$ cat src/csr_defs.svh
/*
 Shared constants for the AFU CSR block.
 Local CSR indices count 8-byte words inside an 8-word window.
 The DFH fields are sized so that they can be concatenated directly.
 CSR_SREG_LATENCY must be at least 1.
*/
`ifndef CSR_DEFS_SVH
`define CSR_DEFS_SVH

// Local CSR word indices
`define CSR_IDX_DFH          3'd0
`define CSR_IDX_ID_L         3'd1
`define CSR_IDX_ID_H         3'd2
`define CSR_IDX_SREG_ACCESS  3'd5
`define CSR_IDX_SREG_WDATA   3'd6

// Number of words in the local window, addresses at or above this are ignored
`define CSR_NUM_LOCAL        8

// DFH feature type, bits 63 to 60
`define CSR_DFH_TYPE_AFU     4'h1

// DFH next-header byte offset, bits 39 to 16
`define CSR_DFH_NEXT         24'h001000

// System register file geometry and read delay in cycles
`define CSR_SREG_COUNT       16
`define CSR_SREG_LATENCY     3

`endif

$ cat src/csr_pkg.sv
/*
 Types shared by the CSR block.
 The SREG selector width follows from the SREG count in the defines header,
 so the count must stay a power of two.
*/
`include "csr_defs.svh"

package csr_pkg;

    // MMIO address in 8-byte words
    typedef logic [7:0] mmio_addr_t;

    // One MMIO data word
    typedef logic [63:0] mmio_data_t;

    // Host transaction tag, returned unchanged with each read response
    typedef logic [8:0] mmio_tid_t;

    // Index inside the local CSR window
    typedef logic [2:0] csr_index_t;

    // Selects one system register
    typedef logic [$clog2(`CSR_SREG_COUNT)-1:0] sreg_index_t;

    // States of the delayed SREG read engine
    typedef enum logic
    {
        SREG_IDLE,
        SREG_WAIT
    } sreg_state_t;

endpackage

$ cat src/mmio_req_if.sv
/*
 Host MMIO request channel.
 A request is present only in the cycle in which valid is high.
 There is no ready signal, so every sink must accept each request at once.
*/
`timescale 1ns/1ns

interface mmio_req_if;

    // Request qualifier, one cycle per request
    logic                 valid;
    // High for a write, low for a read
    logic                 is_write;
    // Word address of the access
    csr_pkg::mmio_addr_t  addr;
    // Tag that the read response has to carry back
    csr_pkg::mmio_tid_t   tid;
    // Write payload, don't care on reads
    csr_pkg::mmio_data_t  wdata;

    // Side that presents host requests
    modport source
    (
        output valid, is_write, addr, tid, wdata
    );

    // Side that decodes host requests
    modport sink
    (
        input valid, is_write, addr, tid, wdata
    );

endinterface

$ cat src/csr_rd_responder.sv
/*
 Host read decoder for the local CSR window.
 Local CSRs answer combinationally in the cycle of the request.
 A read of the SREG access word starts a delayed SREG read instead, and its
 response is sent later with the saved tag in a cycle with no local response.
 Only one SREG read may be outstanding, the host has to enforce this.
 Reads at address CSR_NUM_LOCAL and above get no response.
*/
`timescale 1ns/1ns
`include "csr_defs.svh"

module csr_rd_responder
#(
    parameter logic [127:0] AFU_ID = 128'h0
)
(
    input  logic                clk,
    input  logic                reset_n,
    mmio_req_if.sink            req,
    output logic                rd_rsp_valid,
    output csr_pkg::mmio_tid_t  rd_rsp_tid,
    output csr_pkg::mmio_data_t rd_rsp_data,
    output logic                sreg_rd_req,
    input  logic                sreg_rsp_valid,
    input  csr_pkg::mmio_data_t sreg_rsp_data
);

    // Feature header: type AFU, end of list at bit 40, next offset, rest zero
    localparam csr_pkg::mmio_data_t DFH_VALUE =
    {
        `CSR_DFH_TYPE_AFU,
        19'd0,
        1'b1,
        `CSR_DFH_NEXT,
        16'd0
    };

    // Read request that falls inside the local window
    logic                local_rd;
    // Local read that produces a response in this cycle
    logic                local_rsp;
    csr_pkg::csr_index_t rd_idx;

    // Held SREG response and the tag of the read that launched it
    logic                held_valid;
    csr_pkg::mmio_data_t held_data;
    csr_pkg::mmio_tid_t  sreg_tid;
    // High when the held response goes out in this cycle
    logic                held_emit;

    assign rd_idx   = req.addr[$bits(csr_pkg::csr_index_t)-1:0];
    assign local_rd = req.valid && !req.is_write && (req.addr < `CSR_NUM_LOCAL);

    // The access word does not answer directly, it launches the SREG read
    assign sreg_rd_req = local_rd && (rd_idx == `CSR_IDX_SREG_ACCESS);
    assign local_rsp   = local_rd && (rd_idx != `CSR_IDX_SREG_ACCESS);

    // Response mux, local reads win over a held SREG response
    always_comb
    begin
        rd_rsp_valid = 1'b0;
        rd_rsp_tid   = req.tid;
        rd_rsp_data  = '0;
        held_emit    = 1'b0;

        if (local_rsp)
        begin
            rd_rsp_valid = 1'b1;
            case (rd_idx)
                `CSR_IDX_DFH:
                begin
                    rd_rsp_data = DFH_VALUE;
                end
                `CSR_IDX_ID_L:
                begin
                    rd_rsp_data = AFU_ID[63:0];
                end
                `CSR_IDX_ID_H:
                begin
                    rd_rsp_data = AFU_ID[127:64];
                end
                default:
                begin
                    // Reserved words and the write-data port read as zero
                    rd_rsp_data = '0;
                end
            endcase
        end
        else if (held_valid)
        begin
            // Free slot, send the SREG data back with the tag of its read
            held_emit    = 1'b1;
            rd_rsp_valid = 1'b1;
            rd_rsp_tid   = sreg_tid;
            rd_rsp_data  = held_data;
        end
    end

    // Tag of the pending SREG read
    always_ff @(posedge clk)
    begin
        if (sreg_rd_req)
        begin
            sreg_tid <= req.tid;
        end
    end

    // The held flag clears once the response has gone out
    always_ff @(posedge clk)
    begin
        if (!reset_n)
        begin
            held_valid <= 1'b0;
        end
        else if (held_emit)
        begin
            held_valid <= 1'b0;
        end
        else if (sreg_rsp_valid)
        begin
            held_valid <= 1'b1;
        end
    end

    // Data from the SREG file, kept until a slot is free
    always_ff @(posedge clk)
    begin
        if (sreg_rsp_valid)
        begin
            held_data <= sreg_rsp_data;
        end
    end

endmodule

$ cat src/csr_subsystem_top.sv
/*
 Top level of the AFU CSR block.
 Local CSR reads answer in the request cycle, SREG reads answer
 CSR_SREG_LATENCY+1 cycles later unless local reads take the response slot.
 Writes and reads outside the local window get no response.
 The host always accepts responses and keeps at most one SREG read pending.
*/
`timescale 1ns/1ns

module csr_subsystem_top
#(
    parameter logic [127:0] AFU_ID = 128'h0
)
(
    input  logic                clk,
    input  logic                reset_n,
    input  logic                req_valid,
    input  logic                req_is_write,
    input  csr_pkg::mmio_addr_t req_addr,
    input  csr_pkg::mmio_tid_t  req_tid,
    input  csr_pkg::mmio_data_t req_wdata,
    output logic                rd_rsp_valid,
    output csr_pkg::mmio_tid_t  rd_rsp_tid,
    output csr_pkg::mmio_data_t rd_rsp_data
);

    // Links between the decoders and the SREG file
    csr_pkg::sreg_index_t sreg_sel;
    logic                 sreg_wr_en;
    csr_pkg::mmio_data_t  sreg_wr_data;
    logic                 sreg_rd_req;
    logic                 sreg_rsp_valid;
    csr_pkg::mmio_data_t  sreg_rsp_data;

    // Host request channel, shared by both decoders
    mmio_req_if req_bus ();

    assign req_bus.valid    = req_valid;
    assign req_bus.is_write = req_is_write;
    assign req_bus.addr     = req_addr;
    assign req_bus.tid      = req_tid;
    assign req_bus.wdata    = req_wdata;

    csr_rd_responder #(
        .AFU_ID         (AFU_ID)
    ) csr_rd_responder_i (
        .clk            (clk),
        .reset_n        (reset_n),
        .req            (req_bus),
        .rd_rsp_valid   (rd_rsp_valid),
        .rd_rsp_tid     (rd_rsp_tid),
        .rd_rsp_data    (rd_rsp_data),
        .sreg_rd_req    (sreg_rd_req),
        .sreg_rsp_valid (sreg_rsp_valid),
        .sreg_rsp_data  (sreg_rsp_data)
    );

    csr_wr_handler csr_wr_handler_i (
        .clk            (clk),
        .reset_n        (reset_n),
        .req            (req_bus),
        .sreg_sel       (sreg_sel),
        .sreg_wr_en     (sreg_wr_en),
        .sreg_wr_data   (sreg_wr_data)
    );

    sreg_file sreg_file_i (
        .clk            (clk),
        .reset_n        (reset_n),
        .sreg_sel       (sreg_sel),
        .sreg_wr_en     (sreg_wr_en),
        .sreg_wr_data   (sreg_wr_data),
        .sreg_rd_req    (sreg_rd_req),
        .sreg_rsp_valid (sreg_rsp_valid),
        .sreg_rsp_data  (sreg_rsp_data)
    );

endmodule

$ cat src/csr_wr_handler.sv
/*
 Host write decoder for the local CSR window.
 A write to the SREG access word selects the SREG from the low data bits.
 A write to the SREG write-data word writes the selected SREG one cycle later.
 Writes to all other words and to addresses outside the window are dropped.
*/
`timescale 1ns/1ns
`include "csr_defs.svh"

module csr_wr_handler
(
    input  logic                 clk,
    input  logic                 reset_n,
    mmio_req_if.sink             req,
    output csr_pkg::sreg_index_t sreg_sel,
    output logic                 sreg_wr_en,
    output csr_pkg::mmio_data_t  sreg_wr_data
);

    // Write request that falls inside the local window
    logic                local_wr;
    csr_pkg::csr_index_t wr_idx;

    assign wr_idx   = req.addr[$bits(csr_pkg::csr_index_t)-1:0];
    assign local_wr = req.valid && req.is_write && (req.addr < `CSR_NUM_LOCAL);

    // SREG selector and the write strobe
    always_ff @(posedge clk)
    begin
        if (!reset_n)
        begin
            sreg_sel   <= '0;
            sreg_wr_en <= 1'b0;
        end
        else
        begin
            // The strobe is high for a single cycle per data write
            sreg_wr_en <= local_wr && (wr_idx == `CSR_IDX_SREG_WDATA);
            if (local_wr && (wr_idx == `CSR_IDX_SREG_ACCESS))
            begin
                sreg_sel <= req.wdata[$bits(csr_pkg::sreg_index_t)-1:0];
            end
        end
    end

    // Write payload, valid while sreg_wr_en is high
    always_ff @(posedge clk)
    begin
        if (local_wr && (wr_idx == `CSR_IDX_SREG_WDATA))
        begin
            sreg_wr_data <= req.wdata;
        end
    end

endmodule

$ cat src/sreg_file.sv
/*
 System register file with a fixed-latency read engine.
 A read request at cycle t answers at t+CSR_SREG_LATENCY with a one-cycle
 sreg_rsp_valid, and the data shows the register as it is at that point.
 A read request while a read is pending is ignored.
*/
`timescale 1ns/1ns
`include "csr_defs.svh"

module sreg_file
(
    input  logic                 clk,
    input  logic                 reset_n,
    input  csr_pkg::sreg_index_t sreg_sel,
    input  logic                 sreg_wr_en,
    input  csr_pkg::mmio_data_t  sreg_wr_data,
    input  logic                 sreg_rd_req,
    output logic                 sreg_rsp_valid,
    output csr_pkg::mmio_data_t  sreg_rsp_data
);

    localparam int CNT_W = $clog2(`CSR_SREG_LATENCY + 1);

    // Count loaded on a request, the response leaves when it reaches zero
    localparam logic [CNT_W-1:0] CNT_LOAD = CNT_W'(`CSR_SREG_LATENCY - 1);

    csr_pkg::mmio_data_t  regs [`CSR_SREG_COUNT];
    csr_pkg::sreg_state_t state;
    logic [CNT_W-1:0]     count;
    // Register chosen when the read was accepted
    csr_pkg::sreg_index_t rd_sel;

    // Register array, all registers come out of reset as zero
    always_ff @(posedge clk)
    begin
        if (!reset_n)
        begin
            for (int i = 0; i < `CSR_SREG_COUNT; i++)
            begin
                regs[i] <= '0;
            end
        end
        else if (sreg_wr_en)
        begin
            regs[sreg_sel] <= sreg_wr_data;
        end
    end

    // Read engine
    always_ff @(posedge clk)
    begin
        if (!reset_n)
        begin
            state <= csr_pkg::SREG_IDLE;
            count <= '0;
        end
        else
        begin
            case (state)
                csr_pkg::SREG_IDLE:
                begin
                    if (sreg_rd_req)
                    begin
                        state <= csr_pkg::SREG_WAIT;
                        count <= CNT_LOAD;
                    end
                end
                csr_pkg::SREG_WAIT:
                begin
                    if (count == '0)
                    begin
                        state <= csr_pkg::SREG_IDLE;
                    end
                    else
                    begin
                        count <= count - CNT_W'(1);
                    end
                end
                default:
                begin
                    state <= csr_pkg::SREG_IDLE;
                end
            endcase
        end
    end

    // The selector is captured only when a read is accepted
    always_ff @(posedge clk)
    begin
        if ((state == csr_pkg::SREG_IDLE) && sreg_rd_req)
        begin
            rd_sel <= sreg_sel;
        end
    end

    // Sampled at expiry, so writes issued during the wait are visible
    assign sreg_rsp_valid = (state == csr_pkg::SREG_WAIT) && (count == '0);
    assign sreg_rsp_data  = regs[rd_sel];

endmodule

$ cat config.mk
export PLATFORM = sky130hd
export DESIGN_NAME = csr_subsystem_top
export DESIGN_NICKNAME = d
export VERILOG_FILES = /design/src/csr_pkg.sv /design/src/mmio_req_if.sv /design/src/csr_rd_responder.sv /design/src/csr_subsystem_top.sv /design/src/csr_wr_handler.sv /design/src/sreg_file.sv
export VERILOG_INCLUDE_DIRS = /design/src
export SDC_FILE = /design/constraint.sdc
export NUM_CORES = 1
export LEC_CHECK = 0
export BUFFER_PORTS_ARGS = -buffer_cell sky130_fd_sc_hd__buf_2
export CAP_MARGIN = 15
export CORE_ASPECT_RATIO = 0.9
export CORE_MARGIN = 8
export CORE_UTILIZATION = 50
export DETAILED_ROUTE_END_ITERATION = 6
export PLACE_DENSITY_LB_ADDON = 0.3
export SLEW_MARGIN = 20
export SYNTH_ARGS = -nofsm -noshare
export SYNTH_HDL_FRONTEND = slang
export SYNTH_SLANG_ARGS = --single-unit
$ cat constraint.sdc
create_clock -name clk -period 13.7 [get_ports clk]
set_input_delay 2.055 -clock clk [delete_from_list [all_inputs] [get_ports clk]]
set_output_delay 2.055 -clock clk [all_outputs]
set_load 0.005 [all_outputs]
==> summary by stage <==
Drt
The number of detailed-routing iterations run before antenna repair is 7. The total DRC errors in the routed layout is 5. The detailed router finished its first iteration with 3,246 violations.

The detailed-route wire length per cell is 27.4 um. The final layout contains routed wiring with a total length of 126,000 um. The vias after detailed routing is 27,027.

The via-per-instance ratio is 5.90. The count of nets left with antenna violations once routing finished came out at 0.

Timing
For the pin with the worst max-slew slack, the measured transition is 1.19 ns. The final hold violation count is 0. The final max-slew violation count is 0. The worst clock skew is 0.0225 ns. In this run the tightest slew margin relative to its limit is 0.206. Of the available clock period, the critical path in the final layout requires 0.457.

The time the worst path needs with I/O delays and setup is 6.25 ns. Setup repair after global routing left no endpoint under its margin. The peak clock frequency supported by timing is 160 MHz.

Adding up every negative setup slack in the final design gives 0 ns. Setup violations remaining at the end of the flow were counted as 0.

Placement
Summed over all nets, the half-perimeter wirelength after detailed placement is 64,400 um. Once placement completed, the tool counted placed cells totaling 4,363. The congestion estimate from routability-driven global placement came to 0.764. The count of buffers added on input and output ports is 158. In this run the cell area measured after placement is approximately 53,000 um^2.

Clock tree
The clock latency at the later pin of the worst-skew pair is 0.70 ns. The clock passes through at most 3 buffers. The number of levels in the clock H-tree is 3. The TritonCTS sink count is 1,174. Once the clock tree was built, the setup fixing pass inserted 0 buffers. TritonCTS built the clock tree. After clock tree synthesis, the clock-pin slew on the worst setup and hold paths is 0.06 ns. The cts-stage hold buffer count is 0. The total of cells resized after clock tree synthesis is 0. In this run, CTS created clock tree buffers numbering 115. The library cell used as clock root buffer is clkbuf_16.

Layout
In the final layout, the share of cells above drive strength 1 is 0.212. The net count of the finished layout is approximately 3,200. For this run, the number of standard cells in the final layout without fillers is 4,584. The finished cells cover 56,500 um^2. The layout filler cell count is 7,715.

The multi-input logic area is approximately 15,000 um^2. The area taken by flip-flops and latches is about 35,000 um^2. From synthesis to final layout, the design area changed by 11.8%. The library cell used most frequently in the layout, excluding fill and tap cells, is edfxtp_1. The top cell types in the final layout, fill and taps aside, are edfxtp_1 (1,165), and2_1 (1,086), mux4_2 (256). The final standard cell utilization of the core is 0.564.

Yosys
Synthesis produced a netlist with a net count of around 3,200. The proportion of synthesized flip-flops having asynchronous set or reset is 0. The combined area of all synthesized cells is 50,600 um^2. In this run, synthesis produced a sequential element count of around 1,200. The number of unique standard cell types used by synthesis is 33.

The synthesis warning total is 0. In the synthesized netlist, the number of instances is 3,069. The count of flip-flops with a built-in enable after synthesis is around 1,200. In the synthesized netlist the dominant register cell turns out to be edfxtp_1. A synthesized cell averages 16.5 um^2. The register area share after synthesis is 0.695.

GRT
Entering global routing, the biggest net connects 147 pins. The global-route total usage across every layer is 0.222. The first global-routing pass estimated around 180,000 um of wire. The number of global-route vias before repair is 27,802.

The number of antenna violations at the first check in global routing is 4. After global routing the overflow that remains totals 0.

Hold path
The worst hold path begins at sreg_file_i.count[0]$_SDFFE_PN0P_. Counting instances, the worst hold path has a depth of 2. The path class of the tightest hold or removal check is reg2reg.

The path with the worst hold slack has its endpoint at sreg_file_i.count[0]$_SDFFE_PN0P_.

Run status
The checks that failed: DRC. The flow ran to the end, but the final reports show violations.

Die
The die is 351 um wide. For this configuration, the core starts out at a cell density of 0.505. In this run the core area contains 110 standard-cell rows. The total area inside the core boundary comes to between 100,000 and 150,000 um^2. In this run the count of I/O pins placed on the die edge is 159.

The die is 318 um tall. The die outline area is 112,000 um^2.

Power and ir drop
VDD sags by at most 94.2 uV. The leakage component of the power is 20.2 nW. Dividing total power by cell area gives a power density of 130 nW/um^2.

Critical path
The beginning of the worst register-to-register path is sreg_file_i.rd_sel[0]$_DFFE_PP_. Among all stages on the critical path, the largest delay is contributed by and3_1. The category of the most critical setup path is in2out.

The required time reported for the critical path endpoint is approximately 12 ns. The worst register-to-register path has a setup slack of 9.51 ns. Along the worst path, the maximum fanout reaches 5.

The endpoint of the most critical register-to-register path is csr_rd_responder_i.held_data[46]$_DFFE_PP_. The endpoint kind of the worst setup timing path is an output pin. For the worst flop-to-flop path, the logic depth is 6.

The largest stage delay on the critical path is 0.89 ns. The signal on the critical path passes through buf_2, nor4b_1, and3_1, a21o_1, buf_2. The data arrival time of the critical path is 4.20 ns.

The startpoint type of the worst setup path is an input port. The most numerous cell on the critical path is buf_2.

Job
The max-cap violation count is 0.
==> synthesized netlist by cell type, types with 2 or more instances <==
master	number	area share
edfxtp_1	1165	0.69
and2_1	1088	0.13
mux4_2	256	0.11
clkbuf_1	220	0.016
a22oi_1	128	0.019
nand2_1	76	0.0056
buf_2	29	0.0029
nor2_1	16	0.0012
buf_1	13	0.00097
o21ai_0	13	0.0013
dfxtp_1	9	0.0036
mux2_2	9	0.0020
nand2b_1	6	0.00074
nor3_1	6	0.00059
mux2i_1	5	0.00099
inv_1	4	0.00030
a21o_1	3	0.00045
nor2b_1	3	0.00037
nand3_1	2	0.00020
nand4b_1	2	0.00035
nor4b_1	2	0.00035
o21a_1	2	0.00030
or4b_1	2	0.00040
==> worst max-delay path, delay by kind of cell <==
kind	cells	cell delay, ns
buffers and inverters	2	0.21
AND/OR/NAND/NOR	2	1.76
AO/OA/AOI/OAI	1	0.15
==> stage by stage <==
stage                     power [mW]  worst slack (ns)  hold slack [ns]
after CTS                       7.40              7.44            0.469
after global placement          4.30              7.56            0.443
final                           7.36              7.45            0.466
after global routing            7.55              7.28            0.515
after floorplan                 4.24              6.14            0.406
after detailed placement        4.31              7.43            0.458
==> sequential cells by signal (all words and copies together) (netlist names) <==
register	flops
csr_wr_handler_i.sreg_sel	4
sreg_file_i.rd_sel	4
sreg_file_i.regs	1024
csr_rd_responder_i.held_valid	1
csr_rd_responder_i.held_data	64
csr_wr_handler_i.sreg_wr_data	64
sreg_file_i.count	2
csr_rd_responder_i.sreg_tid	9
csr_wr_handler_i.sreg_wr_en	1
sreg_file_i.state	1
==> routing by layer <==
metal / GRT usage / up-vias / wire length, um
li1: - / 11522 / -
met1: 0.314 / 14003 / 51500
met2: 0.352 / 1310 / 59100
met3: 0.0505 / 192 / 12000
met4: 0.0548 / 0 / 2960
met5: 0 / - / 0
==> final cells by class <==
cell class                 count  share of cell area
antenna                        4            0.000177
clock buffer                 139              0.0529
clock inverter                75              0.0123
inverter                       4            0.000266
multi-input combinational   1628               0.260
sequential                  1174               0.622
tap                         1344              0.0297
timing repair buffer         216              0.0230
==> report_power, final <==
part | internal, mW | switching (mW)
combinational | 0.0528 | 0.118
sequential | 4.04 | 0.0279
clock | 1.76 | 1.36
total | 5.85 | 1.50
==> worst max path at each step <==
stage | start | endpoint | depth (start not counted)
floorplan | reset_n | sreg_file_i.regs[3][0]$_SDFFCE_PN0P_ | 3
global placement | req_addr[7] | rd_rsp_data[28] | 5
detailed placement | req_addr[7] | rd_rsp_tid[0] | 6
CTS | req_addr[7] | rd_rsp_tid[0] | 6
global route | req_addr[7] | rd_rsp_tid[3] | 6
finish | req_addr[7] | rd_rsp_data[60] | 5
==> cells by family after synthesis <==
| kind of cell | synth area share |
|---|---|
| AOI/OAI and AO/OA | 0.0213 |
| adders and majority gates | 0.000247 |
| buffers and inverters | 0.0206 |
| DFF | 0.695 |
| muxes | 0.117 |
| and+or+nand+nor | 0.145 |
(Power assumes the default switching activity.)
